===== src/hw/nfc_pkg.sv =====
`default_nettype none

package nfc_pkg;

    localparam int BEAT_W = 64;
    localparam int NAND_W = 16;
    localparam int REG_W  = 32;
    localparam int REG_AW = 4;

    localparam int WORDS_PER_BEAT = BEAT_W / NAND_W;

    // row address goes out one byte per cycle
    localparam int ADDR_CYCLES = 3;

    typedef enum logic [3:0] {
        OP_PROGRAM = 4'h1,
        OP_ERASE   = 4'h6
    } opcode_e;

    typedef logic [3:0]  way_t;
    typedef logic [23:0] nand_addr_t;
    typedef logic [7:0]  beat_len_t;

    typedef struct packed {
        opcode_e    opcode;
        way_t       way;
        nand_addr_t addr;
        beat_len_t  len;
    } cmd_t;

    typedef enum logic [1:0] {
        RES_OK         = 2'd0,
        RES_BAD_OPCODE = 2'd1
    } result_e;

    typedef struct packed {
        opcode_e    opcode;
        way_t       way;
        result_e    result;
        logic [7:0] count;
    } status_t;

    // register word addresses
    localparam logic [REG_AW-1:0] REG_CMD    = 4'h0;
    localparam logic [REG_AW-1:0] REG_ADDR   = 4'h1;
    localparam logic [REG_AW-1:0] REG_STATUS = 4'h2;
    localparam logic [REG_AW-1:0] REG_RB     = 4'h3;

    // sticky command fail flag in REG_STATUS
    localparam int FAIL_BIT = 31;

endpackage

`default_nettype wire


===== src/hw/nfc_credit_fifo.sv =====
`timescale 1ns/1ns
`default_nettype none

module nfc_credit_fifo #(
    parameter type payload_t = logic [7:0],
    parameter int  DEPTH     = 4
) (
    input  logic     s_axil_clk,
    input  logic     arst_n,
    input  logic     push,
    input  payload_t push_data,
    input  logic     pop,
    output logic     avail,
    output payload_t head,
    output logic     credit
);

    localparam int PTR_W = (DEPTH > 1) ? $clog2(DEPTH) : 1;
    localparam int CNT_W = $clog2(DEPTH + 1);

    payload_t         mem [DEPTH];
    logic [PTR_W-1:0] wr_ptr_q;
    logic [PTR_W-1:0] rd_ptr_q;
    logic [CNT_W-1:0] count_q;
    logic             do_pop;

    function automatic logic [PTR_W-1:0] ptr_next(input logic [PTR_W-1:0] ptr);
        if (ptr == PTR_W'(DEPTH - 1)) begin
            return '0;
        end
        return ptr + 1'b1;
    endfunction

    assign avail  = (count_q != '0);
    assign do_pop = pop && avail;
    assign head   = mem[rd_ptr_q];

    always_ff @(posedge s_axil_clk or negedge arst_n) begin
        if (!arst_n) begin
            wr_ptr_q <= '0;
            rd_ptr_q <= '0;
            count_q  <= '0;
            credit   <= 1'b0;
        end else begin
            // credits keep the writer within DEPTH
            if (push) begin
                wr_ptr_q <= ptr_next(wr_ptr_q);
            end
            if (do_pop) begin
                rd_ptr_q <= ptr_next(rd_ptr_q);
            end
            if (push && !do_pop) begin
                count_q <= count_q + 1'b1;
            end else if (!push && do_pop) begin
                count_q <= count_q - 1'b1;
            end
            credit <= do_pop;
        end
    end

    always_ff @(posedge s_axil_clk) begin
        if (push) begin
            mem[wr_ptr_q] <= push_data;
        end
    end

endmodule

`default_nettype wire


===== src/hw/nfc_width_adapter.sv =====
`timescale 1ns/1ns
`default_nettype none

module nfc_width_adapter (
    input  logic                       s_axil_clk,
    input  logic                       arst_n,
    input  logic                       beat_avail,
    input  logic [nfc_pkg::BEAT_W-1:0] beat,
    output logic                       beat_pop,
    output logic                       word_avail,
    output logic [nfc_pkg::NAND_W-1:0] word,
    input  logic                       word_take
);
    import nfc_pkg::*;

    localparam int IDX_W = $clog2(WORDS_PER_BEAT);

    logic [BEAT_W-1:0] beat_q;
    logic [IDX_W-1:0]  idx_q;
    logic              full_q;
    logic              take;
    logic              last_take;

    assign word_avail = full_q;
    assign word       = beat_q[idx_q*NAND_W +: NAND_W];
    assign take       = word_take && full_q;
    assign last_take  = take && (idx_q == IDX_W'(WORDS_PER_BEAT - 1));

    // refill in the same cycle the last word leaves
    assign beat_pop = beat_avail && (!full_q || last_take);

    always_ff @(posedge s_axil_clk or negedge arst_n) begin
        if (!arst_n) begin
            full_q <= 1'b0;
            idx_q  <= '0;
        end else begin
            if (beat_pop) begin
                full_q <= 1'b1;
                idx_q  <= '0;
            end else if (last_take) begin
                full_q <= 1'b0;
                idx_q  <= '0;
            end else if (take) begin
                idx_q <= idx_q + 1'b1;
            end
        end
    end

    always_ff @(posedge s_axil_clk) begin
        if (beat_pop) begin
            beat_q <= beat;
        end
    end

endmodule

`default_nettype wire


===== src/hw/nfc_way_engine.sv =====
`timescale 1ns/1ns
`default_nettype none

module nfc_way_engine #(
    parameter int NUM_WAYS = 2
) (
    input  logic                       s_axil_clk,
    input  logic                       arst_n,
    input  logic                       cmd_avail,
    input  nfc_pkg::cmd_t              cmd,
    output logic                       cmd_pop,
    input  logic                       word_avail,
    input  logic [nfc_pkg::NAND_W-1:0] word,
    output logic                       word_take,
    input  logic [NUM_WAYS-1:0]        nand_rb,
    output logic [nfc_pkg::NAND_W-1:0] nand_dq,
    output logic                       nand_we,
    output logic                       nand_ale,
    output logic [NUM_WAYS-1:0]        nand_ce,
    output logic                       status_valid,
    output nfc_pkg::status_t           status
);
    import nfc_pkg::*;

    localparam int WAY_IDX_W = (NUM_WAYS > 1) ? $clog2(NUM_WAYS) : 1;
    localparam int WCNT_W    = $bits(beat_len_t) + $clog2(WORDS_PER_BEAT);

    typedef enum logic [2:0] {
        S_IDLE,
        S_WAIT_RB,
        S_ADDR,
        S_DATA,
        S_DONE
    } state_e;

    state_e               state_q;
    cmd_t                 cmd_q;
    logic                 bad_q;
    logic [1:0]           addr_cnt_q;
    logic [WCNT_W-1:0]    word_cnt_q;
    logic [WCNT_W-1:0]    word_last;
    logic [7:0]           done_cnt_q;
    logic [WAY_IDX_W-1:0] way_idx;
    logic                 op_ok;
    logic [7:0]           addr_byte;

    assign way_idx   = cmd_q.way[WAY_IDX_W-1:0];
    assign op_ok     = (cmd.opcode == OP_PROGRAM) || (cmd.opcode == OP_ERASE);
    assign addr_byte = cmd_q.addr[addr_cnt_q*8 +: 8];
    assign word_last = WCNT_W'(cmd_q.len * WORDS_PER_BEAT) - 1'b1;

    assign cmd_pop   = (state_q == S_IDLE) && cmd_avail;
    assign word_take = (state_q == S_DATA) && word_avail;
    assign nand_ale  = (state_q == S_ADDR);
    // we stays low while the data path runs dry
    assign nand_we   = nand_ale || word_take;

    always_comb begin
        nand_ce = '1;
        nand_dq = '0;
        if ((state_q == S_ADDR) || (state_q == S_DATA)) begin
            nand_ce[way_idx] = 1'b0;
        end
        if (state_q == S_ADDR) begin
            nand_dq = NAND_W'(addr_byte);
        end else if (word_take) begin
            nand_dq = word;
        end
    end

    always_ff @(posedge s_axil_clk or negedge arst_n) begin
        if (!arst_n) begin
            state_q      <= S_IDLE;
            bad_q        <= 1'b0;
            addr_cnt_q   <= '0;
            word_cnt_q   <= '0;
            done_cnt_q   <= '0;
            status_valid <= 1'b0;
        end else begin
            status_valid <= 1'b0;
            case (state_q)
                S_IDLE: begin
                    if (cmd_avail) begin
                        bad_q   <= !op_ok;
                        state_q <= op_ok ? S_WAIT_RB : S_DONE;
                    end
                end
                S_WAIT_RB: begin
                    if (nand_rb[way_idx]) begin
                        addr_cnt_q <= '0;
                        state_q    <= S_ADDR;
                    end
                end
                S_ADDR: begin
                    addr_cnt_q <= addr_cnt_q + 1'b1;
                    if (addr_cnt_q == 2'(ADDR_CYCLES - 1)) begin
                        word_cnt_q <= '0;
                        if ((cmd_q.opcode == OP_PROGRAM) && (cmd_q.len != '0)) begin
                            state_q <= S_DATA;
                        end else begin
                            state_q <= S_DONE;
                        end
                    end
                end
                S_DATA: begin
                    if (word_take) begin
                        word_cnt_q <= word_cnt_q + 1'b1;
                        if (word_cnt_q == word_last) begin
                            state_q <= S_DONE;
                        end
                    end
                end
                S_DONE: begin
                    status_valid <= 1'b1;
                    done_cnt_q   <= done_cnt_q + 1'b1;
                    state_q      <= S_IDLE;
                end
                default: begin
                    state_q <= S_IDLE;
                end
            endcase
        end
    end

    always_ff @(posedge s_axil_clk) begin
        if (cmd_pop) begin
            cmd_q <= cmd;
        end
        if (state_q == S_DONE) begin
            status.opcode <= cmd_q.opcode;
            status.way    <= cmd_q.way;
            status.result <= bad_q ? RES_BAD_OPCODE : RES_OK;
            status.count  <= done_cnt_q + 1'b1;
        end
    end

endmodule

`default_nettype wire


===== src/hw/nfc_cmd_regs.sv =====
`timescale 1ns/1ns
`default_nettype none

module nfc_cmd_regs #(
    parameter int NUM_WAYS  = 2,
    parameter int CMD_DEPTH = 4
) (
    input  logic                       s_axil_clk,
    input  logic                       arst_n,
    input  logic                       reg_wr,
    input  logic                       reg_rd,
    input  logic [nfc_pkg::REG_AW-1:0] reg_addr,
    input  logic [nfc_pkg::REG_W-1:0]  reg_wdata,
    output logic [nfc_pkg::REG_W-1:0]  reg_rdata,
    output logic                       cmd_push,
    output nfc_pkg::cmd_t              cmd_data,
    input  logic                       cmd_credit,
    input  logic                       status_valid,
    input  nfc_pkg::status_t           status,
    input  logic [NUM_WAYS-1:0]        nand_rb
);
    import nfc_pkg::*;

    localparam int CRED_W = $clog2(CMD_DEPTH + 1);

    nand_addr_t        addr_q;
    logic [CRED_W-1:0] credit_q;
    logic              fail_q;
    status_t           status_q;
    logic              cmd_wr;
    logic              issue;
    logic [REG_W-1:0]  rd_mux;

    assign cmd_wr = reg_wr && (reg_addr == REG_CMD);
    assign issue  = cmd_wr && (credit_q != '0);

    always_comb begin
        rd_mux = '0;
        case (reg_addr)
            REG_ADDR: begin
                rd_mux[$bits(nand_addr_t)-1:0] = addr_q;
            end
            REG_STATUS: begin
                rd_mux[$bits(status_t)-1:0] = status_q;
                rd_mux[FAIL_BIT]            = fail_q;
            end
            REG_RB: begin
                rd_mux[NUM_WAYS-1:0] = nand_rb;
            end
            default: begin
                rd_mux = '0;
            end
        endcase
    end

    always_ff @(posedge s_axil_clk or negedge arst_n) begin
        if (!arst_n) begin
            addr_q    <= '0;
            credit_q  <= CRED_W'(CMD_DEPTH);
            fail_q    <= 1'b0;
            status_q  <= '0;
            cmd_push  <= 1'b0;
            reg_rdata <= '0;
        end else begin
            cmd_push <= issue;
            if (reg_wr && (reg_addr == REG_ADDR)) begin
                addr_q <= reg_wdata[$bits(nand_addr_t)-1:0];
            end
            // one credit out per issue, one back per popped command
            if (issue && !cmd_credit) begin
                credit_q <= credit_q - 1'b1;
            end else if (!issue && cmd_credit) begin
                credit_q <= credit_q + 1'b1;
            end
            if (reg_rd) begin
                reg_rdata <= rd_mux;
            end
            if (reg_rd && (reg_addr == REG_STATUS)) begin
                fail_q <= 1'b0;
            end
            // a new failure wins over a clearing read
            if (cmd_wr && (credit_q == '0)) begin
                fail_q <= 1'b1;
            end
            if (status_valid) begin
                status_q <= status;
            end
        end
    end

    always_ff @(posedge s_axil_clk) begin
        if (issue) begin
            cmd_data.opcode <= opcode_e'(reg_wdata[3:0]);
            cmd_data.way    <= reg_wdata[7:4];
            cmd_data.addr   <= addr_q;
            cmd_data.len    <= reg_wdata[15:8];
        end
    end

endmodule

`default_nettype wire


===== src/hw/nfc_bridge_top.sv =====
`timescale 1ns/1ns
`default_nettype none

module nfc_bridge_top #(
    parameter int NUM_WAYS   = 2,
    parameter int CMD_DEPTH  = 4,
    parameter int DATA_DEPTH = 8
) (
    input  logic                       s_axil_clk,
    input  logic                       arst_n,
    input  logic                       reg_wr,
    input  logic                       reg_rd,
    input  logic [nfc_pkg::REG_AW-1:0] reg_addr,
    input  logic [nfc_pkg::REG_W-1:0]  reg_wdata,
    output logic [nfc_pkg::REG_W-1:0]  reg_rdata,
    input  logic                       wdata_valid,
    input  logic [nfc_pkg::BEAT_W-1:0] wdata,
    output logic                       wdata_credit,
    output logic [nfc_pkg::NAND_W-1:0] nand_dq,
    output logic                       nand_we,
    output logic                       nand_ale,
    output logic [NUM_WAYS-1:0]        nand_ce,
    input  logic [NUM_WAYS-1:0]        nand_rb
);
    import nfc_pkg::*;

    logic              cmd_push;
    cmd_t              cmd_data;
    logic              cmd_credit;
    logic              cmd_pop;
    logic              cmd_avail;
    cmd_t              cmd_head;
    logic              beat_pop;
    logic              beat_avail;
    logic [BEAT_W-1:0] beat;
    logic              word_avail;
    logic [NAND_W-1:0] word;
    logic              word_take;
    logic              status_valid;
    status_t           status;

    nfc_cmd_regs #(
        .NUM_WAYS  (NUM_WAYS),
        .CMD_DEPTH (CMD_DEPTH)
    ) u_cmd_regs (
        .s_axil_clk   (s_axil_clk),
        .arst_n       (arst_n),
        .reg_wr       (reg_wr),
        .reg_rd       (reg_rd),
        .reg_addr     (reg_addr),
        .reg_wdata    (reg_wdata),
        .reg_rdata    (reg_rdata),
        .cmd_push     (cmd_push),
        .cmd_data     (cmd_data),
        .cmd_credit   (cmd_credit),
        .status_valid (status_valid),
        .status       (status),
        .nand_rb      (nand_rb)
    );

    nfc_credit_fifo #(
        .payload_t (cmd_t),
        .DEPTH     (CMD_DEPTH)
    ) u_cmd_fifo (
        .s_axil_clk (s_axil_clk),
        .arst_n     (arst_n),
        .push       (cmd_push),
        .push_data  (cmd_data),
        .pop        (cmd_pop),
        .avail      (cmd_avail),
        .head       (cmd_head),
        .credit     (cmd_credit)
    );

    // data beats from the external source
    nfc_credit_fifo #(
        .payload_t (logic [BEAT_W-1:0]),
        .DEPTH     (DATA_DEPTH)
    ) u_data_fifo (
        .s_axil_clk (s_axil_clk),
        .arst_n     (arst_n),
        .push       (wdata_valid),
        .push_data  (wdata),
        .pop        (beat_pop),
        .avail      (beat_avail),
        .head       (beat),
        .credit     (wdata_credit)
    );

    nfc_width_adapter u_width_adapter (
        .s_axil_clk (s_axil_clk),
        .arst_n     (arst_n),
        .beat_avail (beat_avail),
        .beat       (beat),
        .beat_pop   (beat_pop),
        .word_avail (word_avail),
        .word       (word),
        .word_take  (word_take)
    );

    nfc_way_engine #(
        .NUM_WAYS (NUM_WAYS)
    ) u_way_engine (
        .s_axil_clk   (s_axil_clk),
        .arst_n       (arst_n),
        .cmd_avail    (cmd_avail),
        .cmd          (cmd_head),
        .cmd_pop      (cmd_pop),
        .word_avail   (word_avail),
        .word         (word),
        .word_take    (word_take),
        .nand_rb      (nand_rb),
        .nand_dq      (nand_dq),
        .nand_we      (nand_we),
        .nand_ale     (nand_ale),
        .nand_ce      (nand_ce),
        .status_valid (status_valid),
        .status       (status)
    );

endmodule

`default_nettype wire


===== config.mk =====
export PLATFORM = sky130hd
export DESIGN_NAME = nfc_bridge_top
export DESIGN_NICKNAME = d
export VERILOG_FILES = /design/src/hw/nfc_pkg.sv /design/src/hw/nfc_credit_fifo.sv /design/src/hw/nfc_width_adapter.sv /design/src/hw/nfc_way_engine.sv /design/src/hw/nfc_cmd_regs.sv /design/src/hw/nfc_bridge_top.sv
export SDC_FILE = /design/constraint.sdc
export NUM_CORES = 1
export LEC_CHECK = 0
export ABC_AREA = 0
export BUFFER_PORTS_ARGS = -buffer_cell sky130_fd_sc_hd__buf_2
export CAP_MARGIN = 40
export CELL_PAD_IN_SITES_DETAIL_PLACEMENT = 0
export CELL_PAD_IN_SITES_GLOBAL_PLACEMENT = 1
export CORE_MARGIN = 3
export CORE_UTILIZATION = 58
export DETAILED_ROUTE_END_ITERATION = 10
export PLACE_DENSITY_LB_ADDON = 0.12
export SKIP_LAST_GASP = 1
export SYNTH_ARGS = -nofsm -noshare
export SYNTH_HDL_FRONTEND = slang
export SYNTH_SLANG_ARGS = --single-unit

===== constraint.sdc =====
create_clock -name s_axil_clk -period 10.3 [get_ports s_axil_clk]
set_clock_uncertainty 0.15 [all_clocks]
set_input_delay 2.06 -clock s_axil_clk [delete_from_list [all_inputs] [get_ports s_axil_clk]]
set_output_delay 2.06 -clock s_axil_clk [all_outputs]
set_load 0.01 [all_outputs]

==> impl_results.md, run 1 <==
- Status: complete, no violations
- Die Y: 255 um
- CP Max Fanout: 12
- Finished Core Util: 0.677
- CTS Buffer Depth: 3
- Mapped Cells: 1700
- DR WL/cell: 25.0 um
- Clock Sinks: about 950
- Post-cts resize count: 0
- Filler cells: 3887
- Final wirelength: 70800 um
- Peak VDD IR: 0.157 mV
- Number of synthesized flops with an enable pin: 833
- Antenna violations before repair: 10
- GPL Wtd Cong: 0.756
- CP endpoint kind: output pin
- Multi-input logic area: 0.00769 mm2
- Synth Register Bits: about 950
- Num CTS Buffers: 94
- Final Setup Violations: 0
- Max-slew headroom: 0.401
- Vias in the first global route: 17300
- Avg Cell Area, Syn: 21.2 um2
- Setup Fix Bufs, Post-CTS: 0
- Full die area: about 0.065 mm2
- Warnings, synthesis: 0
- Highest-delay cell along the critical path: dfrtp_1
- Register area share after synthesis: 0.776
- Max incr delay on CP: 0.63 ns
- Layout cells sized above 1: 0.329
- Nature of the critical path startpoint: register
- First-pass GRT wire length: 109000 um
- Nets: between 2000 and 2500
- Post-CTS Hold Buffers: 0
- HP Class: register to register
- Area growth, synth to finish: 14.4%
- Overall routing resource usage: 0.223
- CTS tree: yes
- Setup_tns: 0 ns
- CTS H-Tree Depth: 3
- Initial DRC Count: between 1000 and 1500
- Main synth FF type: edfxtp_1
- CP Data Required Time: 8.09 ns
- Post-DP HPWL: 41700 um
- RSZ-0062 raised after global routing: false
- Root Buffer: clkbuf_16
- Fin. Hold Viols: 0
- Fmax achieved: 209 MHz
- WS Path Type: register to output pin
- Pin count of the biggest net entering global routing: 62
- First-pass DRT Iterations: 7
- DIE WIDTH: 255 um
- Antenna violation net count after detailed routing: 0
- Unique cell type count in the Yosys netlist: slightly above 50
- Final period utilization: 0.465
- Crit path time final: roughly 4.8 ns
- Fin. max-slew vios: 0
- Num rows: 90
- Worst slew pin tran: 0.887 ns
- Area occupied by registers: approximately 0.028 mm2
- Worst-path clk slew: about 0.060 ns
- Cell Chain, Critical Path: nor2_1 > a21oi_1 > o21ai_0 > buf_2
- Vias per cell: 5.93
- I/O pin total: 160
- Synthesized area: 0.0361 mm2
- DRC: 0
- Maxcap violations: 0
- Critical path data arrival time: 2.58 ns
- GRT overflow: 0
- Async SR Flop Fraction: 0.124
- Port Buf Inserts: 144
- Initial Util: 0.592
- Hold slack: approximately 0.27 ns
- Leak: 14.0 nW
- Pwr/cell area: 262 mW/mm2
- Vias after detailed routing: 16800
- Core Area: 0.0609 mm2
- Worst-skew pair later-pin latency: 0.64 ns
-- cells by family (layout without fill, tap and decap cells) --
| family | count (synthesis) | in the layout | synth area share |
|---|---|---|---|
| flops | 951 | 951 | 0.776 |
| mux | 313 | 313 | 0.155 |
| simple gates | 150 | 150 | 0.0208 |
| buf+inv | 124 | 411 | 0.0141 |
| compound gates | 99 | 99 | 0.0166 |
| xor+xnor | 39 | 39 | 0.00947 |
| fa+ha+maj | 23 | 23 | 0.00861 |
| other cells | 1 | 13 | 0.000104 |
-- worst max-delay path: cells and delay by family, from the launching register on --
family          cells  cell delay, ns
simple gates        1            0.55
compound gates      2            0.54
buf+inv             1            0.22
flops               1            0.63
-- worst paths after layout --
| kind | from | endpoint | slack (ns) | cells after the start |
|---|---|---|---|---|
| worst max-delay path | u_way_engine.addr_cnt_q[1] | nand_dq[5] | 5.51 | 4 |
| worst min-delay path | u_way_engine.cmd_q[35] | u_way_engine.status[13] | 0.27 | 0 |
| worst max register to register | u_width_adapter.idx_q[0] | u_data_fifo.count_q[3] | 7.06 | 14 |
| worst min register to register | u_way_engine.cmd_q[35] | u_way_engine.status[13] | 0.27 | 0 |
| max in group asynchronous | arst_n | u_cmd_regs.reg_rdata[18] | 7.61 | 3 |
| min in group asynchronous | arst_n | u_data_fifo.wr_ptr_q[2] | 1.28 | 2 |
-- routing by layer --
metal	global-route usage	wire length [um]	vias to the layer above
li1	-	-	7290
met1	0.341	31600	8866
met2	0.338	33600	523
met3	0.0435	4570	80
met4	0.0558	1010	10
met5	0	57	-
-- state kept, by name, summed over array words and instances, names as in the netlist, 2 cells and up --
| name | count |
|---|---|
| u_way_engine.done_cnt_q | 8 |
| u_data_fifo.count_q | 4 |
| u_data_fifo.wr_ptr_q | 3 |
| u_cmd_fifo.count_q | 3 |
| u_width_adapter.idx_q | 2 |
| u_cmd_regs.status_q | 17 |
| u_way_engine.state_q | 3 |
| u_width_adapter.beat_q | 64 |
| u_data_fifo.mem | 512 |
| u_way_engine.word_cnt_q | 10 |
| u_cmd_fifo.mem | 160 |
| u_cmd_regs.reg_rdata | 25 |
| u_cmd_regs.cmd_data | 40 |
| u_data_fifo.rd_ptr_q | 3 |
| u_way_engine.status | 17 |
| u_cmd_fifo.rd_ptr_q | 2 |
| u_way_engine.cmd_q | 40 |
| u_cmd_fifo.wr_ptr_q | 2 |
| u_way_engine.addr_cnt_q | 2 |
| u_cmd_regs.credit_q | 3 |
| u_cmd_regs.addr_q | 24 |
-- through the flow --
| step | setup slack, ns | instances | power [mW] | instance area [um2] |
|---|---|---|---|---|
| finish | 5.51 | 2827 | 10.8 | 41200 |
| global route | 5.33 | 2823 | 11.3 | 41200 |
| CTS | 5.46 | 2821 | 10.9 | 41200 |
| detailed placement | 5.51 | 2645 | 7.60 | 38200 |
| global placement | 5.51 | 2628 | 7.45 | 37800 |
| floorplan | 3.09 | 1706 | 6.82 | 36100 |
-- cells in the mapped netlist (all sizes together), types with 3 or more instances --
master	number	area, um2
buf	32	161
and3	7	45.1
nand2b	5	31.3
nor3	5	25.0
or3	8	55.1
a22oi	18	135
o41ai	3	26.3
inv	45	169
nand3	8	40.0
nand4	5	31.3
mux4	184	4140
nand3b	3	22.5
xor2	13	114
a21oi	20	100
mux2	118	1330
fa	3	60.1
a211oi	3	22.5
mux2i	11	110
edfxtp	833	25000
ha	20	250
and2	13	81.3
clkbuf	47	176
nor2b	4	25.0
xnor2	26	228
nand2	43	161
dfrtp	117	2930
o21ai	43	215
nor2	38	143
-- where the power goes --
part / leakage [nW] / internal (mW) / switching (mW) / total, mW
logic: 3.45 / 1.14 / 1.18 / 2.31
clock network: 1.49 / 1.96 / 1.38 / 3.34
registers: 9.06 / 4.88 / 0.293 / 5.17
total: 14.0 / 7.97 / 2.85 / 10.8
-- area by class of cell --
cell class | instances | area share
flip-flops and latches | 951 | 0.678
multi-input cells | 631 | 0.186
clock buffers | 124 | 0.0622
repair buffers | 190 | 0.0319
well taps | 828 | 0.0251
clock inverters | 52 | 0.0116
inverters | 45 | 0.00410
diodes | 6 | 0.000364
-- cell usage in the layout (no fill, tap or decap), drive strengths merged, types with 4 or more instances in the layout --
master / instances
a21oi: 20
a22oi: 18
and2: 13
and3: 7
buf: 190
bufinv: 8
clkbuf: 124
clkinv: 37
clkinvlp: 4
conb: 7
dfrtp: 117
diode: 6
edfxtp: 833
ha: 20
inv: 48
mux2: 118
mux2i: 11
mux4: 184
nand2: 43
nand2b: 5
nand3: 8
nand4: 5
nor2: 38
nor2b: 4
nor3: 5
o21ai: 43
or3: 8
xnor2: 26
xor2: 13
Power figures use the tool's default switching activity.
==> run 2: changes to the inputs <==
--- a/config.mk
+++ b/config.mk
@@ -11,7 +11,7 @@
 export CELL_PAD_IN_SITES_DETAIL_PLACEMENT = 0
 export CELL_PAD_IN_SITES_GLOBAL_PLACEMENT = 1
 export CORE_MARGIN = 3
-export CORE_UTILIZATION = 58
+export CORE_UTILIZATION = 54
 export DETAILED_ROUTE_END_ITERATION = 10
 export PLACE_DENSITY_LB_ADDON = 0.12
 export SKIP_LAST_GASP = 1
==> constraint.sdc (replaced) <==
create_clock -name s_axil_clk -period 4.82 [get_ports s_axil_clk]
set_clock_uncertainty 0.15 [all_clocks]
set_input_delay 0.964 -clock s_axil_clk [delete_from_list [all_inputs] [get_ports s_axil_clk]]
set_output_delay 0.964 -clock s_axil_clk [all_outputs]
set_load 0.01 [all_outputs]
==> run 2 against run 1 <==
Effect of this change: final cell count rose by 0.78%; non-clock buffer count fell by 11; via count down 1.4%; critical path depth stayed put; wire length grew 0.53%; design area hardly changed; register-to-register slack lost 5.6 ns; worst hold slack lost 0.10 ns; total power is 120% higher; sequential power rose by 110%; critical path type unchanged; largest power group unchanged.
==> impl_results.md, run 2 (synthesized netlist as in run 1, its figures left out) <==
- Largest Register: u_data_fifo.mem
- HP Class: primary input to asynchronous set/reset pin
- Reg2Reg Setup Slack: 1.47 ns
- Max reg flops: 512
- Root Buffer: clkbuf_16
- Port Buf Inserts: roughly 140
- Worst r2r dst: u_data_fifo.rd_ptr_q[1]
- DRC: 0
- Max incr delay on CP: 0.66 ns
- CP Max Fanout: 10
- Initial Util: 0.547
- RSZ-0062 raised after global routing: false
- CTS tree: yes
- First-pass GRT wire length: ~110000 um
- Area growth, synth to finish: 14.4%
- Critical path data arrival time: ~3 ns
- GPL Wtd Cong: 0.717
- Crit path time final: 4.07 ns
- Worst-skew pair later-pin latency: around 0.63 ns
- First-pass DRT Iterations: 5
- DIE WIDTH: 264 um
- Pre-CTS WS: about 1.4 ns
- I/O pin total: 160
- Die Y: 264 um
- Final Setup Violations: 0
- Fin. max-slew vios: 0
- Num rows: 94
- Antenna violation net count after detailed routing: 0
- Clock Sinks: ~950
- Fin. Hold Viols: 0
- Worst R2R Path Depth: 7
- Post-CTS Hold Buffers: 0
- Worst-path clk slew: 0.06 ns
- Most used cells in the layout excluding fill and tap cells: edfxtp_1, mux4_2, buf_2, mux2_2, dfrtp_1
- Core Area: 0.0660 mm2
- Final wirelength: slightly above 70000 um
- Max-slew headroom: 0.366
- CP endpoint kind: output pin
- Vias after detailed routing: 16500
- Post-cts resize count: 0
- Layout cells sized above 1: 0.328
- Status: complete, no violations
- CTS Buffer Depth: 3
- Nature of the critical path startpoint: register
- Final period utilization: 0.844
- CP Data Required Time: 3.71 ns
- R2R Path Start: u_way_engine.state_q[1]
- Top delay family on crit path: simple AND/OR/NAND/NOR gates
- WS Path Type: register to output pin
- Fmax achieved: between 200 and 250 MHz
- Antenna violations before repair: 13
- CTS H-Tree Depth: 3
- DR WL/cell: 25.0 um
- Worst slew pin tran: around 0.95 ns
- Final worst slack: between 0.7 and 0.8 ns
- Vias per cell: 5.80
- Nets: between 2000 and 2500
- Pwr/cell area: 565 mW/mm2
- Pin count of the biggest net entering global routing: ~130
- Highest-delay cell along the critical path: o21ai_0
- Initial DRC Count: 1373
- Post-DP HPWL: 39800 um
- Leak: roughly 14 nW
- Overall routing resource usage: 0.211
- Setup Fix Bufs, Post-CTS: 0
- Filler cells: approximately 4500
- Vias in the first global route: 17500
- Worst path bufs/invs: 1
- Maxcap violations: 0
- Biggest regs: u_data_fifo.mem (512), u_cmd_fifo.mem (160), u_width_adapter.beat_q (64)
- Setup_tns: 0 ns
- GRT overflow: 0
- Num CTS Buffers: 95
- Finished Core Util: 0.625
- Full die area: 0.0699 mm2
- Cell Chain, Critical Path: nor2b_1 > nand2_1 > o21ai_0 > buf_2
- Peak VDD IR: 0.312 mV
- Commonest non-fill, non-tap cell in the layout: edfxtp_1
==> run 2: changes by cell type in the layout (fill, tap and decap cells not counted), moves of 3 or more <==
cell	change
buf_12	+5
buf_16	-7
buf_4	-10
bufinv_16	+3
clkbuf_1	-8
clkbuf_16	+3
==> run 2: cell type report <==
type	count	area (um2)	share of cell area
Antenna cell	4	10.0	0.000243
Clock buffer	117	2580	0.0626
Clock inverter	58	577	0.0140
Inverter	45	169	0.00409
Multi-Input combinational cell	631	7700	0.187
Sequential cell	951	28000	0.678
Tap cell	864	1080	0.0262
Timing Repair Buffer	179	1170	0.0283
==> run 2: through the flow <==
stage | instances | power, mW | hold WS [ns] | area (um2)
floorplan | 1706 | 14.6 | 0.250 | 36100
global placement | 2666 | 16.0 | 0.258 | 38000
detailed placement | 2670 | 16.2 | 0.255 | 38100
CTS | 2845 | 23.6 | 0.150 | 41300
global route | 2846 | 24.4 | 0.190 | 41300
finish | 2849 | 23.3 | 0.175 | 41300
==> run 2: worst max-delay path by stage <==
stage | start | end | slack [ns] | cells after the start
global placement | u_way_engine.state_q[1] | u_data_fifo.rd_ptr_q[1] | 1.51 | 7
floorplan | reg_addr[1] | u_cmd_regs.credit_q[2] | 0.24 | 9
global route | u_way_engine.state_q[1] | nand_dq[3] | 0.51 | 4
CTS | u_way_engine.state_q[1] | nand_dq[3] | 0.78 | 4
detailed placement | u_way_engine.state_q[1] | u_data_fifo.rd_ptr_q[1] | 1.44 | 7
finish | u_way_engine.state_q[1] | nand_dq[3] | 0.75 | 4
==> run 2: worst reg2reg max path, stage by stage, from the launching register on <==
cell     delay (ns)
dfrtp_1        0.48
nor2b_1        0.54
buf_4          0.24
nand3_1        0.19
a21oi_4        0.22
buf_4          0.45
buf_4          0.54
mux2_2         0.43
==> run 2: layer usage <==
layer / GRT usage / up-vias / wire (um)
met3: 0.0438 / 109 / 4240
met1: 0.318 / 8756 / 32300
met4: 0.0578 / 14 / 1370
met5: 0 / - / 70
li1: - / 7252 / -
met2: 0.319 / 403 / 33200
==> run 2: where the power goes <==
group / internal, mW / switching, mW
Sequential: 10.4 / 0.703
Clock: 4.39 / 2.98
Combinational: 2.37 / 2.42
Total: 17.2 / 6.10
==> run 3: changes to the inputs <==
==> constraint.sdc (replaced) <==
create_clock -name s_axil_clk -period 3.9 [get_ports s_axil_clk]
set_clock_uncertainty 0.15 [all_clocks]
set_input_delay 0.78 -clock s_axil_clk [delete_from_list [all_inputs] [get_ports s_axil_clk]]
set_output_delay 0.78 -clock s_axil_clk [all_outputs]
set_load 0.01 [all_outputs]
==> run 3 against run 2 <==
Effect of this change: clock-buffer cell count grew 1; worst hold slack gained 0.022 ns; first-iteration DRC count grew 6.0%; combinational power grew 24%.
==> impl_results.md, run 3 (synthesized netlist as in run 1, its figures left out) <==
- CP endpoint kind: output pin
- Critical Path Sink: nand_dq[3]
- Post-DP HPWL: 40700 um
- WS Path Type: register to output pin
- Peak VDD IR: 0.481 mV
- CTS Buffer Depth: 3
- Root Buffer: clkbuf_16
- Final std cells w/o fill: 2857
- GRT overflow: 0
- Num CTS Buffers: 95
- Leak: 14.0 nW
- HP Class: primary input to register
- Finished Core Util: 0.627
- Max-slew headroom: 0.416
- Worst R2R Path Depth: 13
- Largest Register: u_data_fifo.mem
- Full die area: 0.0699 mm2
- Maxcap violations: 0
- Num rows: 94
- Port Buf Inserts: 144
- First-pass DRT Iterations: 5
- Hold slack: 0.196 ns
- Final period utilization: 0.909
- Fin. Hold Viols: 0
- Initial DRC Count: 1455
- Crit path time final: approximately 3.5 ns
- Antenna violations before repair: 12
- Worst-skew pair later-pin latency: 0.63 ns
- CP Max Fanout: 12
- DRC: 0
- Layout cells sized above 1: 0.330
- Clock power frac: 0.313
- Area growth, synth to finish: 14.6%
- Max reg flops: around 510
- Nature of the critical path startpoint: register
- Cell Int Power: 21.2 mW
- Crit path launch: u_way_engine.addr_cnt_q[0]
- Final wirelength: 71300 um
- R2R Path Start: u_width_adapter.idx_q[0]
- First-pass GRT wire length: 109000 um
- Initial Util: 0.547
- Antenna violation net count after detailed routing: 0
- Worst Min Path Start: reg_wdata[10]
- Nets: 2039
- Fmax achieved: 282 MHz
- I/O pin total: 160
- Pwr/cell area: 696 mW/mm2
- CTS H-Tree Depth: 3
- Sw frac: 0.265
- GPL Wtd Cong: 0.778
- Final Setup Violations: 0
- Die Y: around 260 um
- Commonest non-fill, non-tap cell in the layout: edfxtp_1
- Reg2Reg Setup Slack: just over 0.9 ns
- Vias in the first global route: 17300
- Clock Sinks: 951
- Most used cells in the layout excluding fill and tap cells: edfxtp_1, mux4_2, buf_2, mux2_2, dfrtp_1
- Biggest regs: u_data_fifo.mem (512), u_cmd_fifo.mem (160), u_width_adapter.beat_q (64)
- Fin. max-slew vios: 0
- Pin count of the biggest net entering global routing: 65
- CP Data Required Time: 2.97 ns
- Critical path data arrival time: 2.62 ns
- CTS tree: yes
- RSZ-0062 raised after global routing: false
- Status: complete, no violations
- Vias after detailed routing: 16500
- DIE WIDTH: 264 um
- Setup Fix Bufs, Post-CTS: 0
- Comb power frac: 0.207
- Worst-path clk slew: 0.06 ns
- Core Area: 0.0660 mm2
- Reg power frac: 0.480
- Switching power: 7.63 mW
- Setup_tns: 0 ns
- DR WL/cell: 25.0 um
- Vias per cell: between 5 and 6
- Worst r2r dst: u_data_fifo.count_q[3]
- Worst slew pin tran: 0.876 ns
- Overall routing resource usage: 0.210
- Number of cells after detailed placement: ~2700
==> run 3: cell types whose count changed in the layout (fill, tap and decap cells not counted), moves of 2 or more <==
cell / change
clkinv_2: +7
buf_12: +5
inv_6: -2
clkbuf_1: +3
clkinv_1: -2
buf_8: -2
==> run 3: final cells by class <==
class	instances	area, um2
flip-flops and latches	951	28000
fillers	4541	24600
multi-input cells	631	7700
clock buffers	118	2560
repair buffers	185	1280
well taps	864	1080
clock inverters	60	564
inverters	45	169
diodes	3	7.51
==> run 3: power groups by stage <==
stage               sequential, mW  clock [mW]  combinational, mW
floorplan                     13.5           0               4.45
global placement              14.0           0               5.95
detailed placement            14.0           0               6.05
CTS                           13.8        9.21               6.10
global route                  14.0        9.66               6.51
finish                        13.8        9.01               5.96
==> run 3: worst min-delay path by stage <==
stage                                          to  cells after the start
after detailed placement  u_way_engine.status[12]                      0
after floorplan           u_way_engine.status[11]                      0
final                      u_cmd_regs.cmd_data[2]                      1
after CTS                  u_cmd_regs.cmd_data[2]                      1
after global routing       u_cmd_regs.cmd_data[3]                      1
after global placement    u_way_engine.status[12]                      0
==> run 3: metrics by stage <==
stage / area, um2 / power [mW] / setup WS, ns
2_1_floorplan: 36100 / 18.0 / -0.345
3_3_place_gp: 38100 / 19.9 / 0.945
3_5_place_dp: 38200 / 20.1 / 0.898
4_1_cts: 41300 / 29.1 / 0.381
5_1_grt: 41300 / 30.1 / 0.255
6_report: 41300 / 28.8 / 0.353
==> run 3: layer usage <==
metal  track usage  up-vias  routed length (um)  share of wire
met2         0.323      419               34000           0.48
met5             0        -                  92         0.0013
met4        0.0538       14                1260          0.018
met1         0.314     8721               31700           0.44
met3        0.0419      106                4350          0.061
li1              -     7275                   -              -
==> run 3: worst max-delay path, stage by stage, from the launching register on <==
cell and delay, ns:
dfrtp_1 0.57, inv_1 0.13, nor2_1 0.46, a21oi_1 0.13, o21ai_0 0.45, buf_2 0.23
==> run 3: timing repair <==
action / CTS / global route
hold buffers: 1 / 0
gates resized for setup: 0 / 0
endpoints found under the hold margin: 3 / 0
